$ cat src/hdl/mem_pkg.sv
package mem_pkg;

  // data ram geometry
  localparam int ram_words      = 256;
  localparam int ram_index_bits = 8;   // word index from addr[9:2], upper bits alias

  // memory opcodes, op_none doubles as the squash code
  typedef enum logic [3:0] {
    op_none = 4'd0,
    op_lb   = 4'd1,
    op_lh   = 4'd2,
    op_lw   = 4'd3,
    op_lbu  = 4'd4,
    op_lhu  = 4'd5,
    op_sb   = 4'd6,
    op_sh   = 4'd7,
    op_sw   = 4'd8
  } mem_op_e;

  // external command, 74 bits
  typedef struct packed {
    logic        valid;
    mem_op_e     op;
    logic [31:0] addr;
    logic [31:0] wdata;
    logic [4:0]  rd;
  } mem_cmd_t;

  // registered producer output, 75 bits
  typedef struct packed {
    logic        valid;
    mem_op_e     op;     // op_none when squashed
    logic [31:0] addr;
    logic [31:0] wdata;
    logic [4:0]  rd;
    logic        fault;  // misaligned access
  } exec_result_t;

  // registered access result, 40 bits
  typedef struct packed {
    logic        valid;
    logic        is_load;
    logic        fault;
    logic [4:0]  rd;
    logic [31:0] rd_data;
  } mem_result_t;

endpackage

$ cat src/hdl/reg_writeback.sv
`timescale 1ns/1ps

module reg_writeback (
  input  logic                  clk,
  input  logic                  reset,
  input  mem_pkg::mem_result_t  result,
  input  logic [4:0]            rs_addr,
  output logic [31:0]           rs_data
);

  logic [31:0] regs [32];
  logic        wr_en;

  // only clean loads to a real register
  assign wr_en = result.valid && result.is_load && !result.fault &&
                 (result.rd != 5'd0);

  always_ff @(posedge clk) begin
    if (reset) begin
      for (int i = 0; i < 32; i++) begin
        regs[i] <= 32'b0;
      end
    end else if (wr_en) begin
      regs[result.rd] <= result.rd_data;
    end
  end

  // inspection port, x0 hardwired
  assign rs_data = (rs_addr == 5'd0) ? 32'b0 : regs[rs_addr];

endmodule

$ cat config.mk
export PLATFORM = sky130hd
export DESIGN_NAME = reg_writeback
export DESIGN_NICKNAME = d
export VERILOG_FILES = /design/src/hdl/mem_pkg.sv /design/src/hdl/reg_writeback.sv
export SDC_FILE = /design/constraint.sdc
export NUM_CORES = 1
export LEC_CHECK = 0
export ABC_AREA = 1
export BUFFER_PORTS_ARGS = -buffer_cell sky130_fd_sc_hd__buf_2
export CAP_MARGIN = 10
export CELL_PAD_IN_SITES_DETAIL_PLACEMENT = 0
export CELL_PAD_IN_SITES_GLOBAL_PLACEMENT = 2
export CORE_ASPECT_RATIO = 0.6
export CORE_MARGIN = 2
export CORE_UTILIZATION = 43
export DETAILED_ROUTE_END_ITERATION = 8
export PLACE_DENSITY_LB_ADDON = 0.1
export SLEW_MARGIN = 20
export SYNTH_ARGS = -nofsm -noshare
export SYNTH_HDL_FRONTEND = slang
export SYNTH_SLANG_ARGS = --single-unit
$ cat constraint.sdc
create_clock -name clk -period 4.9 [get_ports clk]
set_input_delay 0.98 -clock clk [delete_from_list [all_inputs] [get_ports clk]]
set_output_delay 0.98 -clock clk [all_outputs]
set_load 0.02 [all_outputs]
* After elaboration in Yosys (flattened, before gate mapping)
Memory sizes are Yosys's and may differ from the RTL's.
Index checks and enable logic that the tools add are counted.
** Word-level totals
- Bits in registers :: 0
- Memories :: 1
- Output and inout port bits :: 32
- Word-level logic and storage cells :: 17
- Bits of input ports :: 47
- Memory bits (writable) :: 1024
** Cells by class
- Reductions and logical operators :: 7
- Muxes and demuxes :: 9
** Memory list
- regs :: depth 32, width 32, read ports 1, clocked after memory_dff 0, wr ports 32, line reg_writeback.sv:11 : logic [31:0] regs [32];
** Operator list (number)
- $mux 32 :: 2
- $reduce_or 32->1 :: 1
- $mux 1 :: 6
- $logic_not 5->1 :: 1
- $mux 5 :: 1
- $reduce_bool 5->1 :: 1
- $logic_and 1x1->1 :: 3
- $logic_not 1->1 :: 1

* Longest topological paths before layout
- Word-level depth :: 8
- Gate-level depth with buffers :: 12
- Mapped depth without buffers :: 9

* Least setup slack after synthesis
No wires, ideal clock.
- Kind :: in2out
- From :: in rs_addr[0]
- To :: out rs_data[10]
- Stages :: 10
- Path buffers :: 3
- Slack :: 1.590 ns
- Required time :: 3.920 ns
- Arrival :: 2.330 ns
- Path through :: buf_2 > inv_2 > buf_2 > clkbuf_1 > nand2_1 > nand3_1 > nand3_1 > a21oi_1 > nor2_1 > nor2_1
** Between the ends
- Longest elaborated chain between the ends :: 2
** Ends and longest elaborated chain
- start, declared :: line reg_writeback.sv:7 : input logic [4:0] rs_addr,
- $mem_v2 32x32 / $logic_not 5->1 (equally long branches)
- $mux 32 (*) :: line reg_writeback.sv:29 : assign rs_data = (rs_addr == 5'd0) ? 32'b0 : regs[rs_addr];
- end, declared :: line reg_writeback.sv:8 : output logic [31:0] rs_data
Mark *: on every way between the ends. The rest lies on a longest branch, timed or not.

* Worst setup path in the final report
- From :: in rs_addr[1]
- To :: out rs_data[21]
Same word-level chain as after synthesis.

==> results.rst <==
.. list-table::
   :header-rows: 1

   * - Metric
     - Value
   * - Highest net fanout along the worst path
     - 63
   * - Pwr dens
     - 385 nW/um^2
   * - Htree depth
     - 3
   * - Tmin final
     - 4.26 ns
   * - Clock slew seen by the registers of the worst setup and hold paths
     - 0.06 ns
   * - TritonCTS buffer count
     - roughly 100
   * - Crit path launch type
     - input port
   * - Data arrival time of the worst path
     - 3.28 ns
   * - I/O Buffers
     - between 70 and 80
   * - Longest Clk Path Bufs
     - 3
   * - Required @ worst endpoint
     - 3.92 ns
   * - Share of total power in combinational logic
     - between 8 and 9%
   * - Net Switching
     - 0.00488 W
   * - Post-CTS sizing
     - 0
   * - Iteration count of the initial detailed-routing pass
     - 6
   * - Rows
     - between 90 and 100
   * - Setup repair after global routing missed its margin
     - false
   * - Effective utilization at floorplan
     - 43.6%
   * - Final Net Count
     - 4788
   * - Synthesis-to-layout area growth
     - 11.8%
   * - Status
     - finished, final reports clean
   * - Worst supply voltage drop on vdd
     - 0.299 mV
   * - Post-Synthesis Cell Area
     - 46100 um^2
   * - Pre-CTS worst setup slack
     - about 0.63 ns
   * - Number of placed I/O pins
     - 79
   * - Max-slew violation count
     - 0
   * - Leakage power
     - ~20 nW
   * - Count of fill cells added during filler insertion
     - 9888
   * - Number of endpoints with negative hold slack in the final report
     - 0
   * - Routed WL
     - between 100 and 150 mm
   * - Number of nets still failing antenna checks after routing
     - 0
   * - Final global-route overflow total
     - 0
   * - Clock tree sinks
     - 1024
   * - Synthesis warning total
     - 0
   * - Post-route setup TNS
     - 0 ns
   * - Area of combinational cells with multiple inputs
     - 13600 um^2
   * - Post-route fraction of the period consumed by the critical path
     - 86.9%
   * - Final critical-path setup slack
     - 0.643 ns
   * - Number of antenna violations at the first check in global routing
     - 1
   * - Vertical extent of the die
     - 258 um
   * - Startpoint-to-endpoint class of the critical path
     - input port to output port
   * - Maximum achievable frequency
     - 0.235 GHz
   * - # setup viols final
     - 0
   * - Seq/Total Area, Yosys
     - between 60% and 70%
   * - Register name with the most flops
     - regs
   * - Synth cell types
     - 16
   * - First-iteration detailed-routing DRC count
     - 3568
   * - Number of setup buffers added after CTS
     - 0
   * - Hold Buf Count CTS
     - 0
   * - Avg WL per Cell
     - 23.9 um
   * - Clock root buffer
     - clkbuf_16
   * - Number of global-route vias before repair
     - 31941
   * - Max FFs per register
     - a little over 1000
   * - Core region area
     - 106000 um^2
   * - Total number of vias
     - about 34000
   * - Average via count per standard cell
     - about 5.4
   * - Wire length of the first global-routing pass
     - about 220 mm
   * - Area of the die
     - approximately 110000 um^2
   * - Biggest regs
     - regs x1024
   * - Average size of a mapped cell
     - roughly 9.6 um^2
   * - Share of power burned in registers
     - 51.3%
   * - Hold WC Path Type
     - input port to flip-flop
   * - Slew at the pin closest to its max-slew limit
     - 1.06 ns
   * - Die span in x
     - 427 um
   * - Rel. slew slack
     - 28.9%
   * - Ant diodes
     - 0
   * - Total internal power
     - 0.0150 W
   * - CTS tree
     - built
   * - Hpwl dp
     - 82.2 mm
   * - CP Capture Type
     - output port
   * - Mapped Cells
     - 4788
   * - Synthesis-stage register bit count
     - 1024
   * - Area occupied by registers
     - between 30000 and 40000 um^2
   * - All-layer global routing usage
     - 27.2%
   * - Global placer's final weighted congestion
     - 0.783
   * - MaxCap Viol Count
     - 0
   * - Pin count of the biggest net entering global routing
     - 100
   * - Remaining design rule violation count
     - 0
   * - Proportion of layout cells with a drive suffix above 1
     - 8.64%
   * - Clock network fraction of design power
     - between 40% and 50%
   * - Switching portion of total power
     - 24.6%
-- worst max-delay path, cell delays in order --
cell,delay [ns]
buf_8,0.21
inv_8,0.52
buf_12,0.30
o21ai_0,0.12
o21ai_1,0.12
nor2_1,0.06
nor2_1,0.19
nor2_1,0.09
nor2_1,0.36
buf_2,0.25
-- cells in the mapped netlist --
library cell	instances	area share [%]
buf_1	37	0.30
edfxtp_1	1024	67
nand2_1	1317	11
inv_1	41	0.33
nor3_1	9	0.098
o21ai_0	74	0.80
a21oi_1	4	0.043
nor3_4	2	0.071
nor3_2	2	0.043
conb_1	1	0.0081
clkbuf_1	248	2.0
nor2_1	1197	9.8
buf_2	130	1.4
inv_2	2	0.016
o21ai_1	10	0.11
nand3_1	690	7.5
-- stage by stage --
step / total power (W) / area, um^2 / cells / hold WS, ns / utilization, %
after CTS: 0.0200 / 51500 / 6235 / 0.835 / 48.8
after global routing: 0.0205 / 51500 / 6235 / 0.874 / 48.8
after global placement: 0.0121 / 48200 / 6048 / 1.58 / 45.7
after floorplan: 0.0114 / 46200 / 4819 / 1.22 / -
after detailed placement: 0.0121 / 48200 / 6048 / 1.59 / 45.7
final: 0.0198 / 51500 / 6235 / 0.881 / 48.8
-- cells in the final DEF (no fill, tap or decap) --
cell type,Yosys,layout
buf_8,0,2
a21oi_1,4,4
nor2_1,1197,1197
o21ai_0,74,74
nand3_1,690,689
nor3_4,2,2
nand2_2,0,28
nand3_2,0,1
clkinv_1,0,32
inv_6,0,4
clkinv_8,0,1
buf_2,130,75
bufinv_16,0,11
clkbuf_1,248,21
conb_1,1,32
inv_8,0,2
inv_2,2,7
clkinv_2,0,19
clkinvlp_4,0,2
nor3_2,2,2
o21ai_1,10,10
buf_4,0,129
nand2_1,1317,1289
nor3_1,9,9
buf_6,0,1
edfxtp_1,1024,1024
buf_12,0,27
clkbuf_16,0,104
inv_1,41,27
-- power groups by stage --
stage	registers, W	logic, W	clock network (W)
6_report	0.0102	0.00173	0.00793
3_3_place_gp	0.0104	0.00173	0
5_1_grt	0.0102	0.00189	0.00837
2_1_floorplan	0.0103	0.00103	0
3_5_place_dp	0.0104	0.00173	0
4_1_cts	0.0102	0.00174	0.00805
-- logic make-up after synthesis --
family,Yosys count,share of synthesized area [%]
buf+inv,458,4.09
other cells,1,0.00814
flops,1024,66.8
simple gates,3217,28.2
compound gates,88,0.956
-- path summary, 6_finish.rpt --
check | from | end | slack, ns | depth (start not counted)
worst max-delay path | rs_addr[1] | rs_data[21] | 0.64 | 10
worst min-delay path | result[20] | regs[16][20] | 0.88 | 3
-- layer usage --
metal  up-vias  global-route usage, %  part of all wire, %
li1      15758                      -                    -
met1     16497                   42.7                   48
met2      1235                   39.5                   43
met3       170                   4.29                  7.6
met4         0                   5.64                  1.8
met5         -                      0                    0
-- layout make-up --
class	instances	share of cell area [%]
flip-flops and latches	1024	59.7
clock buffers	125	5.21
inverters	43	0.355
well taps	1410	3.43
multi-input cells	3337	26.4
repair buffers	234	3.74
clock inverters	62	1.12
Power figures use the tool's default switching activity.
