File: config.mk
export PLATFORM = sky130hd
export DESIGN_NAME = address_unit
export DESIGN_NICKNAME = d
export VERILOG_FILES = /design/src/hdl/mem_pkg.sv /design/src/hdl/address_unit.sv
export SDC_FILE = /design/constraint.sdc
export NUM_CORES = 1
export LEC_CHECK = 0
export BUFFER_PORTS_ARGS = -buffer_cell sky130_fd_sc_hd__buf_2
export CAP_MARGIN = 20
export CORE_MARGIN = 2
export CORE_UTILIZATION = 35
export CTS_CLUSTER_DIAMETER = 100
export DETAILED_ROUTE_END_ITERATION = 8
export GPL_TIMING_DRIVEN = 0
export HOLD_SLACK_MARGIN = 0.15
export PLACE_DENSITY = 0.81
export SLEW_MARGIN = 20
export SYNTH_ARGS = -nofsm -noshare
export SYNTH_HDL_FRONTEND = slang
export SYNTH_SLANG_ARGS = --single-unit
File: constraint.sdc
create_clock -name clk -period 2.1 [get_ports clk]
set_clock_uncertainty 0.1 [all_clocks]
set_input_delay 0.105 -clock clk [delete_from_list [all_inputs] [get_ports clk]]
set_output_delay 0.105 -clock clk [all_outputs]
set_load 0.005 [all_outputs]
File: src/hdl/mem_pkg.sv
package mem_pkg;

  // data ram geometry
  localparam int ram_words      = 256;
  localparam int ram_index_bits = 8;   // word index from addr[9:2], upper bits alias

  // memory opcodes, op_none doubles as the squash code
  typedef enum logic [3:0] {
    op_none = 4'd0,
    op_lb   = 4'd1,
    op_lh   = 4'd2,
    op_lw   = 4'd3,
    op_lbu  = 4'd4,
    op_lhu  = 4'd5,
    op_sb   = 4'd6,
    op_sh   = 4'd7,
    op_sw   = 4'd8
  } mem_op_e;

  // external command, 74 bits
  typedef struct packed {
    logic        valid;
    mem_op_e     op;
    logic [31:0] addr;
    logic [31:0] wdata;
    logic [4:0]  rd;
  } mem_cmd_t;

  // registered producer output, 75 bits
  typedef struct packed {
    logic        valid;
    mem_op_e     op;     // op_none when squashed
    logic [31:0] addr;
    logic [31:0] wdata;
    logic [4:0]  rd;
    logic        fault;  // misaligned access
  } exec_result_t;

  // registered access result, 40 bits
  typedef struct packed {
    logic        valid;
    logic        is_load;
    logic        fault;
    logic [4:0]  rd;
    logic [31:0] rd_data;
  } mem_result_t;

endpackage

File: src/hdl/address_unit.sv
`timescale 1ns/1ps

module address_unit (
  input  logic                   clk,
  input  logic                   reset,
  input  mem_pkg::mem_cmd_t      cmd,
  output mem_pkg::exec_result_t  exec
);

  logic cmd_live;     // valid command carrying a real opcode
  logic half_access;
  logic word_access;
  logic misaligned;

  assign cmd_live = cmd.valid && (cmd.op != mem_pkg::op_none);

  // access width from the opcode
  always_comb begin
    half_access = 1'b0;
    word_access = 1'b0;
    case (cmd.op)
      mem_pkg::op_lh,
      mem_pkg::op_lhu,
      mem_pkg::op_sh: half_access = 1'b1;
      mem_pkg::op_lw,
      mem_pkg::op_sw: word_access = 1'b1;
      default: ;
    endcase
  end

  // bytes never fault
  assign misaligned = (half_access && cmd.addr[0]) ||
                      (word_access && (cmd.addr[1:0] != 2'b00));

  // control fields
  always_ff @(posedge clk) begin
    if (reset) begin
      exec.valid <= 1'b0;
      exec.op    <= mem_pkg::op_none;
      exec.fault <= 1'b0;
    end else begin
      exec.valid <= cmd_live;
      exec.fault <= cmd_live && misaligned;
      // squash faulting or idle commands so nothing is stored or written back
      if (cmd_live && !misaligned) begin
        exec.op <= cmd.op;
      end else begin
        exec.op <= mem_pkg::op_none;
      end
    end
  end

  // payload just follows the command
  always_ff @(posedge clk) begin
    exec.addr  <= cmd.addr;
    exec.wdata <= cmd.wdata;
    exec.rd    <= cmd.rd;
  end

endmodule

---- Word-level counts from Yosys, hierarchy flattened ----
Index checks and enable logic that the tools add are counted.
storage, ports and cells
  bits in registers ....................... 75
  latch bits .............................. 0
  RAM bits ................................ 0
  ROM bits ................................ 0
  output and inout port bits .............. 75
  logic and storage cells ................. 26
  memories ................................ 0
cells by class
  add/subtract/negate cells ............... 0
  $mul .................................... 0
  div/mod/pow operators ................... 0
  $lt $le $gt $ge ......................... 0
  equality and inequality tests ........... 5
  shift operators ......................... 0
  multiplexer cells ....................... 2
  bitwise logic cells ..................... 1
  reduce and logical (&&, ||, !) cells .... 12
operators by type and width
  operator                                                                number
  4-bit by 2-bit equality test with 1-bit output (second input constant)  2
  4-bit by 3-bit equality test with 1-bit output (second input constant)  2
  1-bit logical AND                                                       5
  4-bit equality test (second input constant)                             1
  4-bit nonzero test                                                      1
  2-bit OR reduction                                                      2
  3-bit OR reduction                                                      1
  1-bit 2-to-1 mux                                                        2
  2-bit nonzero test                                                      1
  1-bit logical NOT                                                       1
  1-bit logical OR                                                        1
  1-bit NOT                                                               1

---- Logic depth before layout (Yosys ltp) ----
  word-level depth ........................ 9
  depth in mapped cells ................... 4
  gate-level depth less buffers ........... 4

---- Worst setup path before layout ----
No wires, ideal clock.
  path type ............................... input -> register
  start ................................... input port cmd[70] in the netlist's numbering
  end ..................................... register exec[0] in the netlist's numbering
  arrival time ............................ 0.762 ns
  slack ................................... 1.123 ns
  cell stages on the path ................. 4
  buffers on the path ..................... 0
  path through ............................ or2b_1 a21oi_1 or3_1 and2_1
between the ends
  longest elaborated chain between the ends .. 6
  elaborated cells on any way between the ends .. 15
ends and longest elaborated chain
  item                                                                    RTL line                                source
  start: declaration                                                      address_unit.sv:6                       input mem_pkg::mem_cmd_t cmd,
  4-bit by 2-bit equality test with 1-bit output (tied with other cells)  address_unit.sv:21                      case (cmd.op)
  3-bit OR reduction or 2-bit OR reduction (tied branches)                address_unit.sv:21
  1-bit 2-to-1 mux                                                        address_unit.sv:21
  1-bit logical AND, on equally long branches                             address_unit.sv:32, address_unit.sv:33
  1-bit logical OR                                                        address_unit.sv:32                      assign misaligned = (half_access && cmd.addr[0]) ||
  1-bit logical AND (*)                                                   address_unit.sv:43                      exec.fault <= cmd_live && misaligned;
  end: declaration                                                        address_unit.sv:7                       output mem_pkg::exec_result_t exec
Mark *: on every way between the ends. The rest lies on a longest branch, timed or not.
A chain may end at the register's enable or synchronous reset.

---- Worst setup path after layout ----
  start ................................... input port cmd[72] in the netlist's numbering
  end ..................................... register exec[72] in the netlist's numbering
between the ends
  longest elaborated chain between the ends .. 9
  elaborated cells on any way between the ends .. 18
ends and longest elaborated chain
  item                                                                    RTL line                                source
  4-bit by 2-bit equality test with 1-bit output (tied with other cells)  address_unit.sv:21
  3-bit OR reduction or 2-bit OR reduction (tied branches)                address_unit.sv:21
  1-bit 2-to-1 mux                                                        address_unit.sv:21
  1-bit logical AND, on equally long branches                             address_unit.sv:32, address_unit.sv:33
  1-bit logical OR                                                        address_unit.sv:32
  1-bit logical NOT                                                       address_unit.sv:45                      if (cmd_live && !misaligned) begin
  1-bit logical AND (*)                                                   address_unit.sv:45
  1-bit NOT (no source line) (*)                                          n/a
  2-bit OR reduction (no source line) (*)                                 n/a
Marks and branches as above.

==> summary.md <==
| Metric | Value |
|---|---|
| Status | finished clean |
| Worst endpoint required time | 2.20 ns |
| Placed cell area | 0.00243 mm² |
| Most used flip-flop cell after synthesis | dfxtp_1 |
| Worst Tran Pin Value | 0.294 ns |
| Fraction of layout cells with a size suffix above 1 | 49.1% |
| Die area | 0.00517 mm² |
| Mapped Area | 0.00161 mm² |
| CTS resizes | 0 |
| Ranking of synthesized cells by area | dfxtp_1 (93%), and3_1 (0.78%), nor3b_2 (0.78%) |
| Syn Area/Cell | 17.5 µm² |
| Routability congestion estimate | 0.676 |
| WL/cell | 13.7 µm |
| Seq/Total Area, Yosys | 93.0% |
| Drt pass-1 iters | 4 |
| CTS HTree Levels | 3 |
| Initial antenna violation count | 0 |
| Netlist cell types | 15 |
| Inserted Clock Buffers | 9 |
| PnR Total Power | 2680 µW |
| Post-CTS Repair Setup Buffers | 0 |
| Most used cell, CP | dlygate4sd3_1 |
| Max-Cap Viols | 0 |
| RSZ-0062 raised after global routing | no |
| Top flop regs | exec x75 |
| Synth top cells by count | dfxtp_1 (75), and3_1 (2), nor2_1 (2), nor4_1 (2) |
| Die Width | 71.9 µm |
| Worst Hold Launch | cmd[19] |
| Fill count | 292 |
| Peak VDD IR | 0.506 mV |
| Post-synthesis register bit count | 75 |
| Clk slew on worst S/H paths | 0.07 ns |
| Detailed placement HPWL | 2950 µm |
| Setup TNS Final | 0 ns |
| Nets@finish | 406 |
| Crit-path max cell delay | 0.55 ns |
| M3 GR Usage | 5.69% |
| Register area | 0.00150 mm² |
| Worst Hold Path EP | exec[20] |
| Cell with the most instances after synthesis | dfxtp_1 |
| Routed Antenna Nets | 0 |
| Worst setup EP type | flip-flop |
| Starting density of the core | 36.8% |
| Area of the multi-input gates | 113 µm² |
| First-pass GRT wire length | 7770 µm |
| Ys async rst share | 0% |
| Fin. max-slew vios | 0 |
| Crit path buf inv count | 3 |
| Total GRT Usage | 20.7% |
| Vias in the first global route | 1704 |
| Routed WL | 5260 µm |
| WS Path Type | in -> reg |
| Drt via density | 4.15 |
| Cells after synthesis | 92 |
| Core Region | 0.00438 mm² |
| Final worst slack | 0.141 ns |
| Clk root buf | clkbuf_8 |
| Max Root-Sink Buffers | 2 |
| GR Overflow Total | 0 |
| Row count | 24 |
| Pin count of the biggest net entering global routing | 11 |
| Top-level port count | 151 |
| Number of flops mapped to enable cells by yosys | 0 |
| Met2 GRT Util | 41.5% |
| P&R area growth vs syn | 108% |
| Share of the synthesized area in the top cell type | 93.0% |
| Worst-path cell chain | dlygate4sd3_1 > buf_2 > or2b_2 > a21oi_1 > nor2_1 > and3_2 > dlygate4sd3_1 |
| Largest Register | exec |
| IO Port Bufs | 150 |
| CTS tree | yes |
| Inserted Diodes | 0 |
| Fin. Hold Viols | 0 |
| CTS sink cnt | 75 |
| Met1 Use GR | 17.6% |
| Slowest-stage cell, CP | dlygate4sd3_1 |
| Slew HR | 80.2% |
| CP Max Fanout | 5 |
| Final period utilization | 93.3% |
| Leak | 0.00168 µW |
| Crit path launch type | primary input |
| Pre-CTS WS | 0.932 ns |
| Max FFs per register | 75 |
| Most Crowded Layer GR | met2 |
| Design Area, Final | 0.00335 mm² |
| PD cells | 800 mW/mm² |
| Cell depth of the worst setup path | 7 |
| Clock period minus final worst setup slack | 1.96 ns |
| DR vias | 1593 |
| Setup violations, final | 0 |
| Worst Hold Class | in -> reg |
| Remaining DRCs | 0 |
| Critical path arrival | 2.06 ns |
| Core Util, Final | 76.4% |
| Family with the most delay on the worst path | buffers and inverters |
| Starting DRT DRC Count | 20 |
| Fmax | 510 MHz |
| WHS Path Cells | 2 |
| Ys Warns | 0 |
| Syn Nets | 168 |
| DIE HEIGHT | 71.9 µm |
| Post-synth top area cell | dfxtp_1 |
==> metrics by stage <==
| step | std cells | hold WS (ns) |
|---|---|---|
| 3_3_place_gp | 294 | 0.107 |
| 2_1_floorplan | 92 | 0.0327 |
| 4_1_cts | 384 | 0.299 |
| 5_1_grt | 384 | 0.295 |
| 3_5_place_dp | 294 | 0.109 |
| 6_report | 384 | 0.315 |
==> what timing repair did <==
item	CTS	global route
endpoints found under the hold margin	75	0
hold buffers	77	0
setup endpoints to repair	0	0
==> final cells by class <==
type / instances / share of cell area (%)
tap: 52 / 1.94
timing repair buffer: 227 / 45.4
clock buffer: 13 / 4.45
sequential: 75 / 44.8
multi-input combinational: 17 / 3.36
==> how the worst max path moves through the flow <==
stage | start | end
detailed placement | cmd[72] | exec[72]
CTS | cmd[72] | exec[72]
global route | cmd[69] | exec[71]
global placement | cmd[72] | exec[72]
finish | cmd[72] | exec[72]
floorplan | cmd[70] | exec[0]
==> cells in the final DEF (no fill, tap or decap), drive strengths merged <==
| cell type | netlist | layout |
|---|---|---|
| dlygate4sd3 | 0 | 77 |
| nor2 | 2 | 2 |
| and2 | 1 | 1 |
| a21oi | 1 | 1 |
| nor3b | 1 | 1 |
| buf | 0 | 150 |
| clkbuf | 0 | 13 |
| nand2 | 1 | 1 |
| and3 | 3 | 3 |
| nor4 | 2 | 2 |
| or2b | 2 | 2 |
| o21ai | 1 | 1 |
| or3 | 1 | 1 |
| dfxtp | 75 | 75 |
| nand4b | 1 | 1 |
| and3b | 1 | 1 |
==> where the power goes <==
group          internal [µW]  switching, µW  leakage (µW)
Clock                    444            433     0.0000754
Combinational            195           90.3      0.000978
Sequential              1500           18.0      0.000631
==> routing by layer <==
layer | part of all wire [%] | wire length (µm) | up-vias
li1 | - | - | 767
met2 | 60 | 3160 | 78
met1 | 31 | 1610 | 737
met3 | 7.4 | 390 | 11
met5 | 0 | 0 | -
met4 | 2.0 | 104 | 0
==> cell families after synthesis <==
| kind of cell | synth area share (%) |
|---|---|
| AND/OR/NAND/NOR | 6.36 |
| AO/OA/AOI/OAI | 0.620 |
| flip-flops | 93.0 |
(Power assumes the default switching activity.)
