$ cat config.mk
export PLATFORM = sky130hd
export DESIGN_NAME = mem_access
export DESIGN_NICKNAME = d
export VERILOG_FILES = /design/src/hdl/mem_pkg.sv /design/src/hdl/mem_access.sv
export SDC_FILE = /design/constraint.sdc
export NUM_CORES = 1
export LEC_CHECK = 0
export BUFFER_PORTS_ARGS = -buffer_cell sky130_fd_sc_hd__buf_2
export CAP_MARGIN = 20
export CORE_AREA = 2 2 85 87
export DETAILED_ROUTE_END_ITERATION = 8
export DIE_AREA = 0 0 87 89
export PLACE_DENSITY_LB_ADDON = 0.08
export SYNTH_ARGS = -nofsm -noshare
export SYNTH_HDL_FRONTEND = slang
export SYNTH_SLANG_ARGS = --single-unit
$ cat constraint.sdc
create_clock -name clk -period 4 [get_ports clk]
set_input_delay 0.2 -clock clk [delete_from_list [all_inputs] [get_ports clk]]
set_output_delay 0.2 -clock clk [all_outputs]
set_load 0.01 [all_outputs]
$ cat src/hdl/mem_pkg.sv
package mem_pkg;

  // data ram geometry
  localparam int ram_words      = 256;
  localparam int ram_index_bits = 8;   // word index from addr[9:2], upper bits alias

  // memory opcodes, op_none doubles as the squash code
  typedef enum logic [3:0] {
    op_none = 4'd0,
    op_lb   = 4'd1,
    op_lh   = 4'd2,
    op_lw   = 4'd3,
    op_lbu  = 4'd4,
    op_lhu  = 4'd5,
    op_sb   = 4'd6,
    op_sh   = 4'd7,
    op_sw   = 4'd8
  } mem_op_e;

  // external command, 74 bits
  typedef struct packed {
    logic        valid;
    mem_op_e     op;
    logic [31:0] addr;
    logic [31:0] wdata;
    logic [4:0]  rd;
  } mem_cmd_t;

  // registered producer output, 75 bits
  typedef struct packed {
    logic        valid;
    mem_op_e     op;     // op_none when squashed
    logic [31:0] addr;
    logic [31:0] wdata;
    logic [4:0]  rd;
    logic        fault;  // misaligned access
  } exec_result_t;

  // registered access result, 40 bits
  typedef struct packed {
    logic        valid;
    logic        is_load;
    logic        fault;
    logic [4:0]  rd;
    logic [31:0] rd_data;
  } mem_result_t;

endpackage

$ cat src/hdl/mem_access.sv
`timescale 1ns/1ps

module mem_access (
  input  logic                   clk,
  input  logic                   reset,
  input  mem_pkg::exec_result_t  exec,
  output logic [31:0]            mem_addr,
  output logic [3:0]             mem_wstrb,
  output logic [31:0]            mem_wdata,
  input  logic [31:0]            mem_rdata,
  output mem_pkg::mem_result_t   result
);

  logic        is_load;
  logic [7:0]  load_byte;
  logic [15:0] load_half;
  logic [31:0] load_data;

  // request always goes to the aligned word
  assign mem_addr = {exec.addr[31:2], 2'b00};

  // strobes and lane replication
  always_comb begin
    mem_wstrb = 4'b0000;
    mem_wdata = exec.wdata;
    if (exec.valid) begin
      case (exec.op)
        mem_pkg::op_sw: begin
          mem_wstrb = 4'b1111;
        end
        mem_pkg::op_sh: begin
          mem_wstrb = exec.addr[1] ? 4'b1100 : 4'b0011;
          mem_wdata = {2{exec.wdata[15:0]}};
        end
        mem_pkg::op_sb: begin
          mem_wstrb = 4'b0001 << exec.addr[1:0];
          mem_wdata = {4{exec.wdata[7:0]}};
        end
        default: ; // loads and op_none write nothing
      endcase
    end
  end

  always_comb begin
    case (exec.op)
      mem_pkg::op_lb,
      mem_pkg::op_lh,
      mem_pkg::op_lw,
      mem_pkg::op_lbu,
      mem_pkg::op_lhu: is_load = 1'b1;
      default:         is_load = 1'b0;
    endcase
  end

  // pick the addressed byte
  always_comb begin
    case (exec.addr[1:0])
      2'b00:   load_byte = mem_rdata[7:0];
      2'b01:   load_byte = mem_rdata[15:8];
      2'b10:   load_byte = mem_rdata[23:16];
      default: load_byte = mem_rdata[31:24];
    endcase
  end

  assign load_half = exec.addr[1] ? mem_rdata[31:16] : mem_rdata[15:0];

  // extend to 32 bits, zero for stores and squashed ops
  always_comb begin
    case (exec.op)
      mem_pkg::op_lb:  load_data = {{24{load_byte[7]}}, load_byte};
      mem_pkg::op_lbu: load_data = {24'b0, load_byte};
      mem_pkg::op_lh:  load_data = {{16{load_half[15]}}, load_half};
      mem_pkg::op_lhu: load_data = {16'b0, load_half};
      mem_pkg::op_lw:  load_data = mem_rdata;
      default:         load_data = 32'b0;
    endcase
  end

  // registered response, control fields
  always_ff @(posedge clk) begin
    if (reset) begin
      result.valid   <= 1'b0;
      result.is_load <= 1'b0;
      result.fault   <= 1'b0;
    end else begin
      result.valid   <= exec.valid;
      result.is_load <= exec.valid && is_load;
      result.fault   <= exec.valid && exec.fault;
    end
  end

  // payload
  always_ff @(posedge clk) begin
    result.rd      <= exec.rd;
    result.rd_data <= (exec.valid && !exec.fault) ? load_data : 32'b0;
  end

endmodule

# After elaboration in Yosys (flattened, before gate mapping)
# Index checks and enable logic that the tools add are counted.
op_classes:
  addsub: 0
  n_mul: 0
  div: 0
  magnitude_cmp: 0
  n_eq_ne: 10
  n_shift: 1
  mux: 9
  bitwise: 0
  n_reduce_logical: 6
op_table:
  columns: ["op", "n"]
  rows:
  - ["32-bit one-hot mux with 5 select lines", 1]
  - ["32-bit one-hot mux with 2 select lines", 1]
  - ["32-bit 2-to-1 mux", 1]
  - ["8-bit one-hot mux with 3 select lines", 1]
  - ["4-bit by 3-bit equality test with 1-bit output, second input constant", 4]
  - ["16-bit 2-to-1 mux", 1]
  - ["4-bit one-hot mux with 3 select lines", 1]
  - ["4-bit by 2-bit equality test with 1-bit output, second input constant", 2]
  - ["4-bit 2-to-1 mux", 2]
  - ["5-bit OR reduction", 1]
  - ["4-bit by 1-bit equality test with 1-bit output, second input constant", 1]
  - ["4-bit equality test, second input constant", 1]
  - ["1-bit by 2-bit << shifter with 4-bit output, first input constant", 1]
  - ["1-bit logical AND", 3]
  - ["2-bit by 1-bit equality test with 1-bit output, second input constant", 1]
  - ["2-bit equality test, second input constant", 1]
  - ["2-bit logical NOT", 1]
  - ["1-bit logical NOT", 1]
  - ["1-bit 2-to-1 mux", 1]
word_totals:
  reg_bits: 40
  latchBits: 0
  mem_bits_rw: 0
  mem_bits_ro: 0
  inputBits: 109
  out_inout_bits: 108
  word_cells: 31
  mem_count: 0

# Longest topological paths before layout
logic_depth:
  depth_word: 4
  mapped_depth: 7
  depth_no_buf: 4

# Least setup slack after synthesis
# OpenSTA, ideal clock, no wires.
synth_timing:
  path_type: "input port to output port"
  start: "input exec[72] (netlist name)"
  end: "output mem_wdata[10]"
  t_arrival_ps: 1399
  t_required_ps: 3800
  path_slack_ps: 2401
  stages: 5
  n_path_buf: 1
  path_cell_list: "buf_2 and3b_1 nand2_1 nor2_2 mux2_2"
synth_between:
  elab_chain_cells: 3
  word_cells_on_any_way: 4
  cone_classes: "2 x eq/ne; 2 x mux"
synth_rtl:
  columns: ["item", "line", "source"]
  rows:
  - ["from (decl)", "mem_access.sv:6", "input mem_pkg::exec_result_t exec,"]
  - ["4-bit by 3-bit equality test with 1-bit output", "mem_access.sv:27", "case (exec.op)"]
  - ["32-bit one-hot mux with 2 select lines *", "mem_access.sv:27", null]
  - ["32-bit 2-to-1 mux *", "mem_access.sv:26", "if (exec.valid) begin"]
  - ["to (decl)", "mem_access.sv:9", "output logic [31:0] mem_wdata,"]
# Mark *: on every way between the ends. The rest lies on a longest branch, timed or not.

# Worst setup path after layout
layout_timing:
  start: "input exec[73] (netlist name)"
  end: "output mem_wdata[8]"
# The elaborated chain is that of the path after synthesis.

==> impl_metrics.yaml <==
logic_synthesis:
  syn_area_mm2: 0.00270
  yosysWarnings: 0
  ys_seq_area_share_pct: 29.6
  synthAdderAreaFrac_pct: 0
  syn_area_per_cell_um2: 9.32
  synthMuxAreaShare_pct: 23.0
  ys_seq_elements: 40
  synthSimpleGateAreaFrac_pct: 10.2
  synthDistinctLibCells: 35
  syn_inst: 290
  synth_top_family_by_area: "multiplexers"
  synth_xor_area_share_pct: 0.324
  synth_compound_area_share_pct: 20.6
timing:
  setup_slack_ns: 1.64
  final.period_utilization_pct: 58.9
  max_freq_mhz: 424
  fin_tns_setup_ns: 0
  fin_crit_ns: 2.36
  rsz0062_at_grt: "no"
  tightest_slew_ns: 0.832
  slew_headroom_pct: 44.5
  fin_hold_ws_ns: 0.00541
  finalMaxSlewViolations: 0
  hold_viol: 0
  setup_violations: 0
worst_hold_path:
  whs_endpoint: "result[34]"
  hold_depth: 1
  hold_path_class: "input pin to flip-flop"
  min_from: "exec[3]"
drt:
  routed.top_layer: "met4"
  wl_per_cell_um: 16.9
  wl_met2_um: 3830
  drt-initial-drc-count: 143
  wl_met3_um: 704
  via_count: 2496
  via_per_inst: 5.27
  drc: 0
  drt_pass1_iterations: 4
  antenna_left: 0
  m1WireLength_um: 3330
  routed_wl_um: 7990
placement:
  hpwl_um: 6010
  place_ws_ns: 1.64
  port_buffers: 154
  gp_congestion: 0.766
global_routing:
  antenna_found_initial: 0
  grt.total_usage_pct: 19.7
  first_global_vias: 2224
  overflow: 0
  grt_pass1_wl_um: 11700
  grt_max_degree: 36
worst_setup_path:
  critical_path_peak_fanout: 25
  end_kind: "output pin"
  arrival_ns: 2.16
  start_kind: "input pin"
  slowest_delay_ns: 0.53
  critical_path_class: "input pin to output pin"
  path_cells: "buf_2 > and3b_1 > nand2_1 > nor2_2 > mux2_2 > buf_2"
  critPathMostFrequentCell: "buf_2"
  cpMaxStageDelayCell: "nor2_2"
  cp.required_ns: 3.80
finish:
  antenna_cells: 0
  layout.nets: 502
  drive_gt1_share_pct: 57.1
  top_regs: "result: 40 flops"
  area.growth.synth_to_final_pct: 22.2
  top_register: "result"
  largest_register_ffs: 40
die:
  die_y_um: 89
  die_w_um: 87
  start_util_pct: 40.2
  rows: 30
  die_area_mm2: 0.00774
  io_pins: 217
  core_area_mm2: 0.00672
clock_network:
  cts_post_setup_buffers_inserted: 0
  cts_sinks: 40
  path_clk_slew_ns: 0.08
  cts_resized: 0
  ctsLongestPathBuffers: 2
  cts_made_buffers: 5
  cts.htree.levels: 2
  cts_tree: "built"
  cts-root-buf: "clkbuf_8"
pwr:
  power.density_mw_per_mm2: 289
  power_w: 0.000955
  p_leak_nw: 1.53
  ir_worst_vdd_v: 0.000122
job:
  maxCapViolations: 0
run_status:
  outcome: "finished clean"
## worst max-delay path, delay by kind of cell
kind | cells | cell delay (ns)
buf+inv | 2 | 0.28
simple gates | 3 | 1.29
mux | 1 | 0.38
## cells in the mapped netlist
cell / number / area (µm²)
buf_4: 42 / 315
buf_2: 13 / 65.1
nor4b_1: 2 / 17.5
and3b_1: 1 / 8.76
and3_1: 1 / 6.26
buf_1: 2 / 7.51
inv_1: 1 / 3.75
mux2_2: 31 / 349
nand2b_1: 3 / 18.8
mux2i_1: 8 / 80.1
xnor2_1: 1 / 8.76
dfxtp_1: 40 / 801
a31oi_1: 2 / 12.5
nor2_1: 3 / 11.3
mux2_1: 1 / 11.3
or4_1: 1 / 7.51
a21oi_1: 12 / 60.1
a21oi_2: 21 / 184
nor2b_1: 3 / 18.8
a22oi_1: 16 / 120
conb_1: 1 / 3.75
o21ai_0: 9 / 45.0
a21o_1: 16 / 120
clkbuf_2: 1 / 5.00
nor3_1: 2 / 10.0
nand3b_1: 1 / 7.51
buf_6: 2 / 22.5
nand4b_1: 1 / 8.76
mux4_2: 8 / 180
nor2_2: 1 / 6.26
or3b_1: 2 / 17.5
and2_1: 2 / 12.5
clkbuf_1: 5 / 18.8
nand2_1: 33 / 124
o21a_1: 2 / 15.0
## logic make-up (layout without fill, tap and decap cells)
logic type | count (synthesis) | count (layout)
muxes | 48 | 48
other | 1 | 2
DFF | 40 | 40
and+or+nand+nor | 56 | 56
buffers and inverters | 66 | 169
AOI/OAI and AO/OA | 78 | 78
xor gates and xnor gates | 1 | 1
## cell type report
cell class / instances / area, µm²
fill: 666 / 3410
multi-input combinational: 185 / 1470
timing repair buffer: 160 / 823
sequential: 40 / 801
tap: 80 / 100
clock buffer: 6 / 72.6
clock inverter: 2 / 35.0
inverter: 1 / 3.75
## per-stage QoR
step,instance area [µm²],utilization (%),std cells
6_report,3300,49.2,474
5_1_grt,3300,49.2,474
4_1_cts,3270,48.6,470
3_5_place_dp,3160,47.0,462
3_3_place_gp,3160,47.0,462
2_1_floorplan,2710,-,291
## worst max-delay path by stage
stage                        start            end  slack [ns]  cells after the start
after floorplan           exec[72]  mem_wdata[10]        2.40                      5
after global placement    exec[73]  mem_wdata[13]        1.65                      6
after detailed placement  exec[73]   mem_wdata[8]        1.64                      6
after CTS                 exec[73]   mem_wdata[8]        1.63                      6
after global routing      exec[73]  mem_wdata[14]        1.41                      6
final                     exec[73]   mem_wdata[8]        1.64                      6
## per-layer routing
layer	track usage, %	up-vias
met5	0	-
met4	4.69	0
met3	5.72	15
met2	33.0	143
met1	25.2	1149
li1	-	1189
## layout by cell type, fill, tap and decap left out, types with 3 or more instances in the layout
| master | count |
|---|---|
| buf_2 | 154 |
| dfxtp_1 | 40 |
| nand2_1 | 33 |
| mux2_2 | 31 |
| a21oi_2 | 21 |
| a22oi_1 | 16 |
| a21o_1 | 16 |
| a21oi_1 | 12 |
| o21ai_0 | 9 |
| mux2i_1 | 8 |
| mux4_2 | 8 |
| clkbuf_8 | 5 |
| nand2b_1 | 3 |
| nor2b_1 | 3 |
| nor2_1 | 3 |
| dlygate4sd3_1 | 3 |
## power breakdown
group / switching [W] / internal (W) / total (W)
clock network: 0.000143 / 0.000185 / 0.000328
logic: 0.000116 / 0.000104 / 0.000219
registers: 0.00000172 / 0.000406 / 0.000407
## repair_timing
item | in CTS | in global routing
hold buffers | 0 | 3
hold endpoints to repair | 0 | 3
endpoints found under the setup margin | 0 | 0
Note: power is estimated with default switching activity, not from simulation.
